File: config.mk
export PLATFORM = sky130hd
export DESIGN_NAME = timer_top
export DESIGN_NICKNAME = d
export VERILOG_FILES = /design/src/timer_pkg.sv /design/src/timer_regs.sv /design/src/timer_tick_gen.sv /design/src/timer_counter.sv /design/src/timer_top.sv
export SDC_FILE = /design/constraint.sdc
export NUM_CORES = 1
export LEC_CHECK = 0
export ABC_AREA = 1
export BUFFER_PORTS_ARGS = -buffer_cell sky130_fd_sc_hd__buf_2
export CAP_MARGIN = 40
export CORE_ASPECT_RATIO = 1.5
export CORE_UTILIZATION = 59
export CTS_CLUSTER_DIAMETER = 40
export DETAILED_ROUTE_END_ITERATION = 10
export GPL_TIMING_DRIVEN = 0
export PLACE_DENSITY = 0.87
export SYNTH_ARGS = -nofsm -noshare
export SYNTH_HDL_FRONTEND = slang
export SYNTH_SLANG_ARGS = --single-unit
File: constraint.sdc
create_clock -name clk -period 2.4 [get_ports clk]
set_input_delay 0.12 -clock clk [delete_from_list [all_inputs] [get_ports clk]]
set_output_delay 0.12 -clock clk [all_outputs]
set_load 0.02 [all_outputs]
File: src/timer_pkg.sv
package timer_pkg;

    // register word addresses, octal.
    localparam logic [3:0] addr_reload  = 4'o06;
    localparam logic [3:0] addr_counter = 4'o10;
    localparam logic [3:0] addr_control = 4'o12;

    // control/status bit positions.
    localparam int bit_stop       = 0;
    localparam int bit_wraparound = 1;
    localparam int bit_stopenable = 2;
    localparam int bit_oneshot    = 3;
    localparam int bit_run        = 4;
    localparam int bit_div16      = 5;
    localparam int bit_div4       = 6;
    // ready flag position in control read data.
    localparam int bit_done       = 7;

    // clocks between base ticks.
    localparam int tick_period = 1067;

    // divider restart value.
    localparam logic [10:0] div_reload = 11'(tick_period - 1);

    // loaded in place of a zero reload value.
    localparam logic [15:0] reload_zero_value = 16'hffff;

    // decoded register target.
    typedef enum logic [1:0] {
        sel_none,
        sel_reload,
        sel_counter,
        sel_control
    } reg_sel_t;

endpackage

File: src/timer_regs.sv
module timer_regs
    import timer_pkg::*;
(
    input  logic        clk,
    input  logic        reset_n,
    input  logic        ce,
    input  logic        regwr,
    input  logic        regrd,
    input  logic [3:0]  addr,
    input  logic [15:0] data_i,
    input  logic [15:0] count,
    input  logic [6:0]  control,
    input  logic        ready,
    output logic [15:0] data_o,
    output reg_sel_t    reg_sel,
    output logic [15:0] counter_reload,
    output logic        ctl_read_ack
);

    logic        reg_write;
    logic        reg_read;
    logic [15:0] ctl_word;

    // address decode.
    always_comb begin
        case (addr)
            addr_reload:  reg_sel = sel_reload;
            addr_counter: reg_sel = sel_counter;
            addr_control: reg_sel = sel_control;
            default:      reg_sel = sel_none;
        endcase
    end

    // write wins over read.
    assign reg_write = ce & regwr;
    assign reg_read  = ce & regrd & ~regwr;

    assign ctl_read_ack = reg_read & (reg_sel == sel_control);

    // upper byte reads as ones.
    always_comb begin
        ctl_word           = 16'hff00;
        ctl_word[6:0]      = control;
        ctl_word[bit_done] = ready;
    end

    always_ff @(posedge clk or negedge reset_n) begin
        if (!reset_n) begin
            counter_reload <= '0;
        end else if (reg_write && reg_sel == sel_reload) begin
            counter_reload <= data_i;
        end
    end

    // registered read data, held between reads.
    always_ff @(posedge clk or negedge reset_n) begin
        if (!reset_n) begin
            data_o <= '0;
        end else if (reg_read) begin
            case (reg_sel)
                sel_reload:  data_o <= counter_reload;
                sel_counter: data_o <= count;
                sel_control: data_o <= ctl_word;
                default:     data_o <= data_o;
            endcase
        end
    end

endmodule

File: src/timer_tick_gen.sv
module timer_tick_gen
    import timer_pkg::*;
(
    input  logic clk,
    input  logic reset_n,
    input  logic counting,
    input  logic ctl_div16,
    input  logic ctl_div4,
    output logic count_pulse
);

    logic [10:0] div_count;
    logic [5:0]  prescaler;
    logic        base_tick;
    logic        phase_ok;

    // base tick when the divider hits zero.
    assign base_tick = (div_count == 11'd0);

    always_ff @(posedge clk or negedge reset_n) begin
        if (!reset_n) begin
            div_count <= '0;
        end else if (base_tick) begin
            div_count <= div_reload;
        end else begin
            div_count <= div_count - 11'd1;
        end
    end

    always_ff @(posedge clk or negedge reset_n) begin
        if (!reset_n) begin
            prescaler <= '0;
        end else if (base_tick) begin
            prescaler <= prescaler + 6'd1;
        end
    end

    // prescaler phase picked by the mode bits.
    always_comb begin
        case ({ctl_div4, ctl_div16})
            2'b00:   phase_ok = 1'b1;
            2'b01:   phase_ok = (prescaler == 6'd0);
            // div by 8 of the base tick.
            2'b10:   phase_ok = (prescaler[2:0] == 3'd0);
            default: phase_ok = (prescaler == 6'd0);
        endcase
    end

    assign count_pulse = base_tick & phase_ok & counting;

endmodule

File: src/timer_counter.sv
module timer_counter
    import timer_pkg::*;
(
    input  logic        clk,
    input  logic        reset_n,
    input  logic        ce,
    input  logic        regwr,
    input  logic        regrd,
    input  reg_sel_t    reg_sel,
    input  logic [15:0] data_i,
    input  logic [15:0] counter_reload,
    input  logic        ctl_read_ack,
    input  logic        count_pulse,
    output logic [15:0] count,
    output logic [6:0]  control,
    output logic        ready,
    output logic        counting,
    output logic        ctl_div16,
    output logic        ctl_div4
);

    logic        ctl_write;
    logic        ctl_access;
    logic        at_zero;
    logic [15:0] restart_value;

    assign ctl_write  = ce & regwr & (reg_sel == sel_control);
    // any control access holds off counting for that edge.
    assign ctl_access = ce & (regwr | regrd) & (reg_sel == sel_control);

    assign counting  = control[bit_run] & ~control[bit_stop];
    assign ctl_div16 = control[bit_div16];
    assign ctl_div4  = control[bit_div4];

    assign at_zero = (count == 16'd0);

    // a zero reload means a full 64k period.
    assign restart_value = (counter_reload == 16'd0) ? reload_zero_value : counter_reload;

    always_ff @(posedge clk or negedge reset_n) begin
        if (!reset_n) begin
            control <= '0;
            count   <= '0;
            ready   <= 1'b0;
        end else if (ctl_write) begin
            control <= data_i[6:0];
            if (data_i[bit_run]) begin
                count <= counter_reload;
            end
        end else if (ctl_access) begin
            // status read clears ready.
            if (ctl_read_ack) begin
                ready <= 1'b0;
            end
        end else if (counting) begin
            if (count_pulse) begin
                if (at_zero && !control[bit_wraparound]) begin
                    count <= restart_value;
                    // one-shot stops after the restart.
                    if (control[bit_oneshot]) begin
                        control[bit_run] <= 1'b0;
                    end
                end else begin
                    // wraparound mode rolls through zero here.
                    count <= count - 16'd1;
                    if (count == 16'd1) begin
                        ready <= 1'b1;
                    end
                end
            end
        end else begin
            // stopped, track the reload register.
            count <= counter_reload;
        end
    end

endmodule

File: src/timer_top.sv
module timer_top
    import timer_pkg::*;
(
    input  logic        clk,
    input  logic        reset_n,
    input  logic        ce,
    input  logic        regwr,
    input  logic        regrd,
    input  logic [3:0]  addr,
    input  logic [15:0] data_i,
    output logic [15:0] data_o
);

    reg_sel_t    reg_sel;
    logic [15:0] counter_reload;
    logic        ctl_read_ack;
    logic [15:0] count;
    logic [6:0]  control;
    logic        ready;
    logic        counting;
    logic        ctl_div16;
    logic        ctl_div4;
    logic        count_pulse;

    timer_regs regs_i (
        .clk            (clk),
        .reset_n        (reset_n),
        .ce             (ce),
        .regwr          (regwr),
        .regrd          (regrd),
        .addr           (addr),
        .data_i         (data_i),
        .count          (count),
        .control        (control),
        .ready          (ready),
        .data_o         (data_o),
        .reg_sel        (reg_sel),
        .counter_reload (counter_reload),
        .ctl_read_ack   (ctl_read_ack)
    );

    timer_tick_gen tick_i (
        .clk         (clk),
        .reset_n     (reset_n),
        .counting    (counting),
        .ctl_div16   (ctl_div16),
        .ctl_div4    (ctl_div4),
        .count_pulse (count_pulse)
    );

    timer_counter counter_i (
        .clk            (clk),
        .reset_n        (reset_n),
        .ce             (ce),
        .regwr          (regwr),
        .regrd          (regrd),
        .reg_sel        (reg_sel),
        .data_i         (data_i),
        .counter_reload (counter_reload),
        .ctl_read_ack   (ctl_read_ack),
        .count_pulse    (count_pulse),
        .count          (count),
        .control        (control),
        .ready          (ready),
        .counting       (counting),
        .ctl_div16      (ctl_div16),
        .ctl_div4       (ctl_div4)
    );

endmodule

# Word level (Yosys, flattened, before mapping)

Index checks and enable logic that the tools add are counted.

Logic and storage cells: 82
Bits of input ports: 25
Output and inout port bits: 16
Flip-flop bits (word level): 73

Reductions and logical operators: 21
Bitwise operators: 14
Eq/ne operators: 13
Add/subtract/negate cells: 3
Muxes and demuxes: 23

Operators by type and width:

| operator                | count |
|---|---|
| $mux W16                | 7 |
| $pmux W16 S3            | 1 |
| $logic_not A16 Y1       | 2 |
| $eq A16 B1 Y1 const B   | 1 |
| $sub A16 B1 Y16 const B | 1 |
| $reduce_bool A2 Y1      | 7 |
| $mux W1                 | 12 |
| $logic_not A11 Y1       | 1 |
| $mux W11                | 1 |
| $sub A11 B1 Y11 const B | 1 |
| $and A1 B1 Y1           | 10 |
| $eq A4 B4 Y1 const B    | 2 |
| $add A6 B1 Y6 const B   | 1 |
| $eq A2 B2 Y1 const B    | 3 |
| $logic_not A6 Y1        | 1 |
| $ne A2 B1 Y1 const B    | 3 |
| $pmux W2 S3             | 1 |
| $reduce_and A6 Y1       | 1 |
| $reduce_and A5 Y1       | 1 |
| $eq A4 B3 Y1 const B    | 1 |
| $logic_not A3 Y1        | 1 |
| $ne A3 B2 Y1 const B    | 1 |
| $not A1 Y1              | 3 |
| $reduce_and A3 Y1       | 1 |
| 9 further kinds         | 10 |

# Logic depth before layout (Yosys ltp)

Gate-level depths: netlist of run 1.

Depth in word-level cells: 8
Mapped depth: 13
Gate-level depth less buffers: 13

# By module

A second synthesis of run 1 with hierarchy kept.

Cells, all modules: 619
Area, all modules: 4390.5 sq um

By module, submodules not included:

| module         | instances | sequential area each (sq um) | area each (sq um) | cells each |
|---|---|---|---|---|
| timer_counter  | 1         | 600.6                        | 1783.0            | 266 |
| timer_regs     | 1         | 800.8                        | 1676.6            | 229 |
| timer_tick_gen | 1         | 425.4                        | 930.9             | 124 |

# Worst setup path before layout of run 1

OpenSTA, ideal clock, no wires.

Kind: register -> register
Start: reg counter_i.count[0]
End: reg counter_i.count[3]
Slack: 0.785 ns
Setup time: 0.117 ns
Clock period less this slack: 1.615 ns
Arrival time: 1.497 ns
Stages on the path, launching flop included: 11
Data required time: 2.283 ns
Buffers on the path: 1
Path through: dfrtp_1 -> inv_1 -> ha_1 -> nand2_4 -> nor2_8 -> nand3_4 -> o21ai_2 -> buf_6 -> nand2_1 -> nand3_1 -> nand2_1

Longest elaborated chain between the ends: 7
Elaborated cells on any way between the ends: 8
Those cells by class: add/sub: 1; mux: 5; reduce/logical: 2

RTL lines:

| what                                                                    | RTL line            | source |
|---|---|---|
| start: declaration                                                      | timer_counter.sv:14 | `output logic [15:0] count,` |
| start signal: assignment                                                | timer_counter.sv:48 | `count <= counter_reload;` |
| start signal: assignment                                                | timer_counter.sv:58 | `count <= restart_value;` |
| start signal: assignment                                                | timer_counter.sv:65 | `count <= count - 16'd1;` |
| parallel branches: the longest is 2 deep, another holds $sub A16 B1 Y16 | n/a                 |  |
| $mux W16 *                                                              | timer_counter.sv:57 | `if (at_zero && !control[bit_wraparound]) begin` |
| $mux W16 *                                                              | timer_counter.sv:56 | `if (count_pulse) begin` |
| $mux W16 *                                                              | timer_counter.sv:55 | `end else if (counting) begin` |
| $mux W16 *                                                              | timer_counter.sv:50 | `end else if (ctl_access) begin` |
| $mux W16 *                                                              | timer_counter.sv:45 | `end else if (ctl_write) begin` |

Every way passes the cells marked *. The select of a mux whose other input is x is not followed.
A chain may end at the register's enable or synchronous reset.

# Worst setup path in the final report of run 1

Start: reg tick_i.div_count[0]
End: reg counter_i.count[14]

Longest elaborated chain between the ends: 5

RTL lines:

| what                               | RTL line             | source |
|---|---|---|
| start: declaration                 | timer_tick_gen.sv:12 | `logic [10:0] div_count;` |
| start signal: assignment           | timer_tick_gen.sv:24 | `div_count <= div_reload;` |
| start signal: assignment           | timer_tick_gen.sv:26 | `div_count <= div_count - 11'd1;` |
| $logic_not A11 Y1                  | timer_tick_gen.sv:18 | `assign base_tick = (div_count == 11'd0);` |
| $and A1 B1 Y1 (2 in series)        | timer_tick_gen.sv:49 | `assign count_pulse = base_tick & phase_ok & counting;` |
| $ne A3 B2 Y1 (no source line)      | n/a                  |  |
| $reduce_and A3 Y1 (no source line) | n/a                  |  |

No other way between the ends.

==> results of run 1 <==
[state kept, by name (all words and copies together), names as in the netlist]
name,flops
counter_i.ready,1
counter_i.count,16
tick_i.prescaler,6
counter_i.control,7
tick_i.div_count,11
regs_i.data_o,16
regs_i.counter_reload,16
[report_power, final]
group | internal [µW] | switching, µW
clock network | 509 | 484
registers | 1480 | 305
logic | 420 | 789
[worst min-delay path: cells and delay by family]
family / cells / cell delay, ns
AO/OA/AOI/OAI: 1 / 0.10
buffers and inverters: 1 / 0.07
AND/OR/NAND/NOR: 1 / 0.03
[area by class of cell]
class	count	area [µm²]
fill	528	1960
multi-input combinational	381	1890
sequential	73	1830
inverter	74	280
timing repair buffer	43	243
clock buffer	10	138
tap	76	95.1
buffer	14	76.3
clock inverter	6	66.3
[metal layers]
metal | vias up | GRT usage (%)
met1 | 1810 | 34.4
met4 | 0 | 17.6
li1 | 1820 | -
met5 | - | 0
met3 | 45 | 7.98
met2 | 187 | 52.2
[logic make-up (layout without fill, tap and decap cells)]
| logic type | after synthesis | count (layout) | synth area share [%] |
|---|---|---|---|
| xor+xnor | 16 | 16 | 3.44 |
| buf+inv | 88 | 147 | 8.74 |
| compound gates | 80 | 80 | 10.6 |
| simple gates | 279 | 279 | 30.6 |
| fa+ha+maj | 6 | 6 | 1.84 |
| flops | 73 | 73 | 44.8 |
[stage by stage]
stage / instance area, µm² / worst slack, ns / hold WS [ns] / power, µW / utilization (%)
2_1_floorplan: 4080 / 0.785 / -0.176 / 2570 / -
3_3_place_gp: 4370 / 0.511 / 0.365 / 2920 / 66.5
3_5_place_dp: 4400 / 0.464 / 0.0665 / 2980 / 66.8
4_1_cts: 4620 / 0.421 / 0.00252 / 3980 / 70.2
5_1_grt: 4620 / 0.240 / 0.0107 / 4210 / 70.2
6_report: 4620 / 0.378 / 0.00634 / 3980 / 70.2
[how the worst max path moves through the flow]
| stage | startpoint | endpoint | slack [ns] |
|---|---|---|---|
| after floorplan | counter_i.count[0]$_DFFE_PN0P_ | counter_i.count[3]$_DFFE_PN0P_ | 0.79 |
| after global placement | tick_i.div_count[0]$_DFF_PN0_ | counter_i.count[14]$_DFFE_PN0P_ | 0.51 |
| after detailed placement | tick_i.div_count[0]$_DFF_PN0_ | counter_i.count[14]$_DFFE_PN0P_ | 0.46 |
| after CTS | tick_i.div_count[0]$_DFF_PN0_ | counter_i.count[14]$_DFFE_PN0P_ | 0.42 |
| after global routing | tick_i.div_count[0]$_DFF_PN0_ | counter_i.count[14]$_DFFE_PN0P_ | 0.24 |
| final | tick_i.div_count[0]$_DFF_PN0_ | counter_i.count[14]$_DFFE_PN0P_ | 0.38 |
[what timing repair did]
item                                   CTS  global route
hold buffers                             2             0
endpoints found under the hold margin   29             0
gates resized for setup                  0             0
[layout by cell type, fill, tap and decap left out, drive strengths merged, types with 2 or more instances in the layout]
master,n
o22ai,12
clkinvlp,3
a21oi,22
nand4,4
clkbuf,15
o21ai,43
buf,50
xor2,15
dlygate4sd3,2
nor2,68
nand2,158
dfrtp,73
ha,6
nand3,40
nor3,5
inv,75
nand3b,2
==> results.sh, run 1 <==
export IMPL_synth_top_cell_area_share_pct=44.8
export IMPL_reg2reg_setup_slack_ns=0.38
export IMPL_vdd_ir_drop_worst_mv=0.665
export IMPL_clock_pin_slew_of_the_registers_on_the_worst_case_setup_and_hold_paths_ns=0.08
export IMPL_synthTopCellsByArea="sky130_fd_sc_hd__dfrtp_1, sky130_fd_sc_hd__nand2_1, sky130_fd_sc_hd__inv_1"
export IMPL_timing_final_setup_violations=0
export IMPL_max_freq_ghz=0.495
export IMPL_wl_per_cell_um=15.6
export IMPL_route_final_wire_length_mm=10.6
export IMPL_grt_antenna_before_repair=0
export IMPL_cp_cell_sequence="inv_1, ha_1, inv_1, nor2_1, nand3_1, nor2_1, nand2_1, nand2_2, nand2_4, inv_4, buf_6, nand3_1, nand2_1"
export IMPL_critical_path_cell_count=13
export IMPL_instances_no_fill=677
export IMPL_number_of_drc_violations_after_detailed_routing_iteration_0=286
export IMPL_reg2reg_to="counter_i.count[14]$_DFFE_PN0P_"
export IMPL_routed_top_layer="met4"
export IMPL_cts_inserted_buffers=9
export IMPL_largest_area_contributor_in_the_synthesized_netlist="sky130_fd_sc_hd__dfrtp_1"
export IMPL_worst_reg_to_reg_cells=13
export IMPL_critical_path_max_stage_delay_ns=0.38
export IMPL_tritoncts="built"
export IMPL_dp_cells=659
export IMPL_floorplan_rows=36
export IMPL_grt_pass1_wl_mm=17.3
export IMPL_postSynthCellCount=542
export IMPL_status="finished, final reports clean"
export IMPL_post_synth_top_count_cell="sky130_fd_sc_hd__nand2_1"
export IMPL_grt_max_degree=46
export IMPL_worst_path_max_delay_cell="sky130_fd_sc_hd__dfrtp_1"
export IMPL_clk_path_buf_depth=2
export IMPL_drt_pass1_iter_count=5
export IMPL_totalNegativeSetupSlack_ns=0
export IMPL_worst_slew_pin_transition_ns=0.524
export IMPL_worst_endpoint_required_ns=2.70
export IMPL_max_cap_violations=0
export IMPL_fp_coreArea_um2=6580
export IMPL_cts_htree_levels=3
export IMPL_design_die_area_um2=7250
export IMPL_cts_sinks=73
export IMPL_met2_wirelength_from_detailed_routing_mm=5.58
export IMPL_io_pins=41
export IMPL_worstHoldPathCells=3
export IMPL_power_density_cell_area_nw_per_um2=862
export IMPL_fraction_of_final_layout_cells_sized_beyond_drive_strength_1_pct=15.8
export IMPL_latest_clock_arrival_within_the_worst_skew_pair_ns=0.36
export IMPL_power_static_leakage_uw=0.00236
export IMPL_num_antenna_cells=0
export IMPL_area_growth_synth_to_final_pct=13.3
export IMPL_post_detailed_placement_half_perimeter_wirelength_mm=7.96
export IMPL_post_synth_cell_area_avg_um2=7.52
export IMPL_asyncSetResetFlopFracSynth_pct=100
export IMPL_fin_skew_ns=0.00791
export IMPL_netlist_area_um2=4080
export IMPL_timing_slew_headroom_pct=65.1
export IMPL_cts_root_buffer="sky130_fd_sc_hd__clkbuf_8"
export IMPL_holdCritStartpoint="data_i[13]"
export IMPL_design_final_nets=627
export IMPL_first_global_vias=3823
export IMPL_drt_antenna_violating_nets=0
export IMPL_floorplan_die_width_um=69.9
export IMPL_reg2reg_from="tick_i.div_count[0]$_DFF_PN0_"
export IMPL_hold_path_class="input pin to register"
export IMPL_cp_top_family="simple AND/OR/NAND/NOR gates"
export IMPL_synth_seq_area_share_pct=44.8
export IMPL_crit_arrival_ns=2.32
export IMPL_report_final_hold_viol_count=0
export IMPL_final_period_utilization_pct=84.2
export IMPL_remaining_drc_errors=0
export IMPL_wirelength_met1_mm=3.87
export IMPL_netlist_top_cells_count="sky130_fd_sc_hd__nand2_1, sky130_fd_sc_hd__dfrtp_1, sky130_fd_sc_hd__inv_1"
export IMPL_synth_distinct_cells=33
export IMPL_dr_total_vias=3862
export IMPL_wl_met3_um=627
export IMPL_chipHeight_um=104
export IMPL_worstPathBufferInverterCount=4
export IMPL_synth_net_count=573
export IMPL_floorplan_initialDensity_pct=62.0
export IMPL_drt_vias_per_instance=5.70
export IMPL_globalplace_congestion=0.934
export IMPL_globalRouteOverflowTotal=0
export IMPL_numPortBuffers=40
export IMPL_worstSetupPathType="register to register"
export IMPL_syn_warnings=0
export IMPL_whs_endpoint="regs_i.counter_reload[13]$_DFFE_PN0P_"
export IMPL_end_kind="register"
export IMPL_final_critical_delay_including_setup_and_external_delays_ns=2.02
export IMPL_dominantRegCellSynth="sky130_fd_sc_hd__dfrtp_1"
export IMPL_critical_path_fanout_max=10
export IMPL_report_final_slew_viol_count=0
export IMPL_synth_seq_cells=73
export IMPL_postCtsSetupBuffers=0
export IMPL_grt_total_usage_pct=30.8
export IMPL_startpoint_type="register"
export IMPL_rsz0062_at_grt="no"
export IMPL_edff_count_synth=0
Power figures use the tool's default switching activity.
==> run 2, diff against run 1 <==
CORE_UTILIZATION = 53   (was 59)
PLACE_DENSITY = 0.83   (was 0.87)
clock period = 1.65 ns   (was 2.4 ns; I/O delays follow)
==> run 2 against run 1 <==
  * The run now ends with setup timing left
  * Register-to-register slack worse by 0.48 ns
  * Global-route usage grew 0.39 points
  * Power up 62%
  * Wire length up 19%
  * Via count rose by 11%
  * Die area is 11% higher
  * Non-clock buffer count is 48 higher
  * Critical path type unchanged
  * Largest power group unchanged
  * Highest routed layer unchanged
==> results.sh, run 2 (synthesis gave the netlist of run 1 again) <==
export IMPL_startpoint_type="register"
export IMPL_floorplan_initialDensity_pct=55.7
export IMPL_pwr_share_clk_pct=23.2
export IMPL_floorplan_die_width_um=73.6
export IMPL_share_comb_of_total_power_pct=36.5
export IMPL_final_critical_delay_including_setup_and_external_delays_ns=1.76
export IMPL_hold_path_class="input pin to register"
export IMPL_grt_busiest_layer="met2"
export IMPL_dr_total_vias=4274
export IMPL_critical_path_fanout_max=4
export IMPL_most_common_cell_after_layout_fill_and_taps_aside="sky130_fd_sc_hd__nand2_1"
export IMPL_max_freq_ghz=0.569
export IMPL_grt_max_degree=57
export IMPL_report_final_hold_viol_count=0
export IMPL_pwr_share_seq_pct=40.4
export IMPL_end_kind="register"
export IMPL_chipHeight_um=109
export IMPL_dp_cells=683
export IMPL_n_fill_cell=522
export IMPL_final_period_utilization_pct=106
export IMPL_grt_pass1_wl_mm=18.6
export IMPL_route_final_wire_length_mm=12.5
export IMPL_crit_arrival_ns=2.02
export IMPL_violations="setup timing"
export IMPL_drt_antenna_violating_nets=0
export IMPL_rsz0062_at_grt="yes"
export IMPL_intPower_uw=3850
export IMPL_design_final_nets=675
export IMPL_register_area_um2=1840
export IMPL_cts_htree_levels=3
export IMPL_power_static_leakage_uw=0.00264
export IMPL_timing_final_setup_violations=18
export IMPL_number_of_drc_violations_after_detailed_routing_iteration_0=424
export IMPL_vdd_ir_drop_worst_mv=0.773
export IMPL_grt_antenna_before_repair=0
export IMPL_post_route_worst_setup_slack_ns=-0.107
export IMPL_instances_no_fill=749
export IMPL_power_density_cell_area_nw_per_um2=1210
export IMPL_post_detailed_placement_half_perimeter_wirelength_mm=7.80
export IMPL_fraction_of_final_layout_cells_sized_beyond_drive_strength_1_pct=28.0
export IMPL_timing_slew_headroom_pct=63.0
export IMPL_cts_root_buffer="sky130_fd_sc_hd__clkbuf_8"
export IMPL_tritoncts="built"
export IMPL_placement_cell_area_um2=4430
export IMPL_num_antenna_cells=0
export IMPL_gr_usage_met3_pct=5.59
export IMPL_report_final_slew_viol_count=0
export IMPL_grt_use_met1_pct=35.1
export IMPL_switching_share_pct=40.4
export IMPL_fp_coreArea_um2=7320
export IMPL_final_cell_area_um2=5320
export IMPL_critical_path_max_stage_delay_ns=0.44
export IMPL_drt_vias_per_instance=5.71
export IMPL_biggestRegsByFlops="counter_i.count x16, regs_i.counter_reload x16, regs_i.data_o x16"
export IMPL_worstSetupPathType="register to register"
export IMPL_numPortBuffers=40
export IMPL_fin_skew_ns=0.00791
export IMPL_timing_hold_ws_ns=0.0276
export IMPL_cts_inserted_buffers=9
export IMPL_drt_pass1_iter_count=5
export IMPL_cp_cell_sequence="inv_1, nand3_1, nor2_2, nand3_1, nor2_1, nand2_1, nand2_1, nand2_4, nand2_4, inv_2"
export IMPL_latest_clock_arrival_within_the_worst_skew_pair_ns=0.37
export IMPL_max_cap_violations=0
export IMPL_grt_total_usage_pct=31.2
export IMPL_floorplan_rows=38
export IMPL_io_pins=41
export IMPL_globalRouteOverflowTotal=0
export IMPL_remaining_drc_errors=0
export IMPL_clk_path_buf_depth=2
export IMPL_final_cell_mix="sky130_fd_sc_hd__nand2_1, sky130_fd_sc_hd__dfrtp_1, sky130_fd_sc_hd__inv_1"
export IMPL_gr_usage_met2_pct=53.4
export IMPL_area_growth_synth_to_final_pct=30.5
export IMPL_worst_slew_pin_transition_ns=0.555
export IMPL_clock_pin_slew_of_the_registers_on_the_worst_case_setup_and_hold_paths_ns=0.08
export IMPL_status="finished with violations"
export IMPL_wl_per_cell_um=16.8
export IMPL_cts_sinks=73
export IMPL_worst_endpoint_required_ns=1.92
export IMPL_worst_path_max_delay_cell="sky130_fd_sc_hd__dfrtp_1"
export IMPL_first_global_vias=4022
export IMPL_multiInputGateArea_um2=2100
export IMPL_net_switching_power_uw=2610
export IMPL_globalplace_congestion=0.952
export IMPL_design_die_area_um2=8060
run 2: changes by cell type in the layout (fill, tap and decap cells not counted), sizes merged:
cell,change
buf,+34
clkbuf,+1
clkinvlp,+1
dlygate4sd3,+13
inv,-1
run 2: layer usage:
layer	up-vias	wire [µm]
met5	-	0
met4	0	778
met3	77	830
met2	275	6320
met1	2001	4620
li1	1921	-
run 2: stage by stage:
stage               setup WS, ns  utilization [%]  power, µW  setup TNS (ns)
finish                    -0.107             72.7       6460           -1.13
global route              -0.184             72.7       6770           -2.22
CTS                      -0.0487             68.0       5980          -0.504
detailed placement        -0.279             60.5       4340           -3.92
global placement          -0.232             60.1       4260           -3.09
floorplan                 0.0353                -       3740               0
run 2: what timing repair did:
item                                    in CTS  in global routing
hold buffers                                15                  0
setup buffers                               15                 18
pin swaps                                    5                 25
endpoints found under the setup margin      22                 19
cloned                                       0                  2
resized for setup                           25                 52
endpoints found under the hold margin       91                  0
run 2: worst paths after layout:
kind                                                  from  slack [ns]  cells past startpoint                              end
min reg2reg                tick_i.prescaler[5]$_DFFE_PN0N_        0.47                      1  tick_i.prescaler[5]$_DFFE_PN0N_
max in group asynchronous                          reset_n        0.93                      3   counter_i.count[6]$_DFFE_PN0P_
min in group asynchronous                          reset_n        0.14                      2    regs_i.data_o[15]$_DFFE_PN0P_
min                                                addr[1]        0.03                      4     regs_i.data_o[3]$_DFFE_PN0P_
max reg2reg                 counter_i.count[2]$_DFFE_PN0P_       -0.11                     10  counter_i.count[13]$_DFFE_PN0P_
max                         counter_i.count[2]$_DFFE_PN0P_       -0.11                     10  counter_i.count[13]$_DFFE_PN0P_
run 2: critical path, delay by kind of cell (launching register included):
kind | cells | cell delay (ns)
buffers and inverters | 2 | 0.19
DFF | 1 | 0.44
and+or+nand+nor | 8 | 1.03
run 2: area by class of cell:
type / count / share of cell area [%]
multi-input cells: 381 / 39.5
flip-flops and latches: 73 / 34.5
repair buffers: 91 / 12.6
inverters: 74 / 5.39
clock buffers: 10 / 2.59
well taps: 100 / 2.35
plain buffers: 14 / 1.86
clock inverters: 6 / 1.25
run 2: power by group through the flow:
stage,combinational (µW),sequential [µW],clock (µW)
after floorplan,1130,2610,0
after global placement,1670,2600,0
after detailed placement,1720,2620,0
after CTS,1900,2590,1490
after global routing,2580,2640,1550
final,2350,2610,1500
==> run 3, diff against run 2 <==
SKIP_LAST_GASP = 1   (was unset)
==> run 3 against run 2 <==
  * The run still ends with setup timing left
  * First-iteration DRC count grew 12%
  * Flip-flop and latch count is the same
  * Critical path depth is the same
  * Fmax shrank 1.3%
  * Global-route usage is the same
  * Critical endpoint unchanged
  * Largest power group unchanged
==> results.sh, run 3 (synthesis gave the netlist of run 1 again) <==
export IMPL_clock_pin_slew_of_the_registers_on_the_worst_case_setup_and_hold_paths_ns=0.08
export IMPL_area_growth_synth_to_final_pct=30.3
export IMPL_reg2reg_to="counter_i.count[13]$_DFFE_PN0P_"
export IMPL_design_die_area_um2=8060
export IMPL_report_final_slew_viol_count=0
export IMPL_floorplan_initialDensity_pct=55.7
export IMPL_worst_endpoint_required_ns=1.93
export IMPL_worstSetupPathType="register to register"
export IMPL_design_final_nets=675
export IMPL_critical_path_startpoint="counter_i.count[2]$_DFFE_PN0P_"
export IMPL_route_final_wire_length_mm=12.5
export IMPL_status="finished with violations"
export IMPL_power_density_cell_area_nw_per_um2=1210
export IMPL_drt_vias_per_instance=5.71
export IMPL_globalplace_congestion=0.952
export IMPL_chipHeight_um=109
export IMPL_cts_inserted_buffers=9
export IMPL_first_global_vias=4022
export IMPL_worst_slew_pin_transition_ns=0.578
export IMPL_timing_final_setup_violations=17
export IMPL_grt_antenna_before_repair=0
export IMPL_globalRouteOverflowTotal=0
export IMPL_fp_coreArea_um2=7320
export IMPL_io_pins=41
export IMPL_dp_cells=683
export IMPL_floorplan_die_width_um=73.6
export IMPL_hold_path_class="input pin to register"
export IMPL_grt_total_usage_pct=31.2
export IMPL_timing_slew_headroom_pct=61.5
export IMPL_holdCritStartpoint="data_i[6]"
export IMPL_report_final_hold_viol_count=0
export IMPL_cts_sinks=73
export IMPL_power_static_leakage_uw=0.00264
export IMPL_tritoncts="built"
export IMPL_wl_per_cell_um=16.7
export IMPL_final_critical_delay_including_setup_and_external_delays_ns=1.78
export IMPL_critical_path_fanout_max=4
export IMPL_grt_pass1_wl_mm=18.6
export IMPL_floorplan_rows=38
export IMPL_startpoint_type="register"
export IMPL_number_of_drc_violations_after_detailed_routing_iteration_0=474
export IMPL_fraction_of_final_layout_cells_sized_beyond_drive_strength_1_pct=27.6
export IMPL_reg2reg_setup_slack_ns=-0.13
export IMPL_drt_antenna_violating_nets=0
export IMPL_instances_no_fill=749
export IMPL_vdd_ir_drop_worst_mv=0.768
export IMPL_final_cell_mix="sky130_fd_sc_hd__nand2_1, sky130_fd_sc_hd__dfrtp_1, sky130_fd_sc_hd__inv_1"
export IMPL_rsz0062_at_grt="yes"
export IMPL_num_antenna_cells=0
export IMPL_max_cap_violations=0
export IMPL_most_common_cell_after_layout_fill_and_taps_aside="sky130_fd_sc_hd__nand2_1"
export IMPL_grt_max_degree=57
export IMPL_reg2reg_from="counter_i.count[2]$_DFFE_PN0P_"
export IMPL_biggestRegsByFlops="counter_i.count x16, regs_i.counter_reload x16, regs_i.data_o x16"
export IMPL_violations="setup timing"
export IMPL_post_route_worst_setup_slack_ns=-0.129
export IMPL_fin_skew_ns=0.00917
export IMPL_numPortBuffers=40
export IMPL_cts_htree_levels=3
export IMPL_latest_clock_arrival_within_the_worst_skew_pair_ns=0.38
export IMPL_max_freq_ghz=0.562
export IMPL_end_kind="register"
export IMPL_endpoint="counter_i.count[13]$_DFFE_PN0P_"
export IMPL_drt_pass1_iter_count=5
export IMPL_final_period_utilization_pct=108
export IMPL_remaining_drc_errors=0
export IMPL_post_detailed_placement_half_perimeter_wirelength_mm=7.80
export IMPL_worst_reg_to_reg_cells=10
export IMPL_clk_path_buf_depth=2
export IMPL_layout_core_utilization_pct=72.6
export IMPL_dr_total_vias=4279
export IMPL_cts_root_buffer="sky130_fd_sc_hd__clkbuf_8"
export IMPL_total_power_uw=6440
export IMPL_crit_arrival_ns=2.05
==> run 3: cell types whose count changed in the layout (fill, tap and decap cells not counted) <==
cell	delta
sky130_fd_sc_hd__inv_2	-1
sky130_fd_sc_hd__inv_1	+1
sky130_fd_sc_hd__nand2_1	+1
sky130_fd_sc_hd__nand3_2	-1
sky130_fd_sc_hd__nand2_2	-1
sky130_fd_sc_hd__nand3_1	+1
==> run 3: timing repair <==
action | CTS | global route
cloned | 0 | 2
endpoints found under the hold margin | 91 | 0
endpoints found under the setup margin | 22 | 19
hold buffers | 15 | 0
resized for setup | 25 | 49
pin swaps | 5 | 25
buffers inserted | 15 | 18
==> run 3: power by group <==
group	switching, µW	total [µW]	leakage, µW	internal, µW
Clock	755	1500	0.0000949	742
Sequential	440	2610	0.000859	2170
Combinational	1400	2340	0.00169	936
==> run 3: how the worst min path moves through the flow <==
stage               cells after the start                               endpoint
floorplan                               0       counter_i.control[0]$_DFFE_PN0P_
global placement                        3  regs_i.counter_reload[12]$_DFFE_PN0P_
detailed placement                      1          regs_i.data_o[10]$_DFFE_PN0P_
CTS                                     4           regs_i.data_o[3]$_DFFE_PN0P_
global route                            4           regs_i.data_o[3]$_DFFE_PN0P_
finish                                  3   regs_i.counter_reload[6]$_DFFE_PN0P_
==> run 3: per-layer routing <==
layer / vias to the layer above / global-route usage (%) / part of all wire [%]
met1: 2008 / 35.1 / 37
met4: 0 / 19.8 / 6.6
met5: - / 0 / 0
met2: 277 / 53.4 / 50
met3: 81 / 5.59 / 7.0
li1: 1913 / - / -
==> run 3: worst max-delay path: stages (launching register included) <==
cell,delay [ns]
sky130_fd_sc_hd__dfrtp_1,0.44
sky130_fd_sc_hd__inv_1,0.16
sky130_fd_sc_hd__nand3_1,0.21
sky130_fd_sc_hd__nor2_2,0.22
sky130_fd_sc_hd__nand3_1,0.15
sky130_fd_sc_hd__nor2_1,0.15
sky130_fd_sc_hd__nand2_1,0.09
sky130_fd_sc_hd__nand2_1,0.12
sky130_fd_sc_hd__nand2_4,0.06
sky130_fd_sc_hd__nand2_4,0.06
sky130_fd_sc_hd__inv_2,0.03
==> run 3: cell type report <==
type	count	area (µm²)
Inverter	74	287
Fill cell	521	2010
Sequential cell	73	1840
Buffer	14	98.8
Multi-Input combinational cell	381	2090
Timing Repair Buffer	91	668
Clock buffer	10	138
Tap cell	100	125
Clock inverter	6	66.3
==> run 3: metrics by stage <==
stage / TNS (ns) / hold slack, ns / cell area (µm²) / setup WS (ns)
floorplan: 0 / -0.213 / 4080 / 0.0353
global placement: -3.09 / 0.333 / 4400 / -0.232
detailed placement: -3.92 / -0.0221 / 4430 / -0.279
CTS: -0.504 / 0.0120 / 4980 / -0.0487
global route: -2.62 / 0.0216 / 5310 / -0.186
finish: -1.04 / 0.0140 / 5310 / -0.129
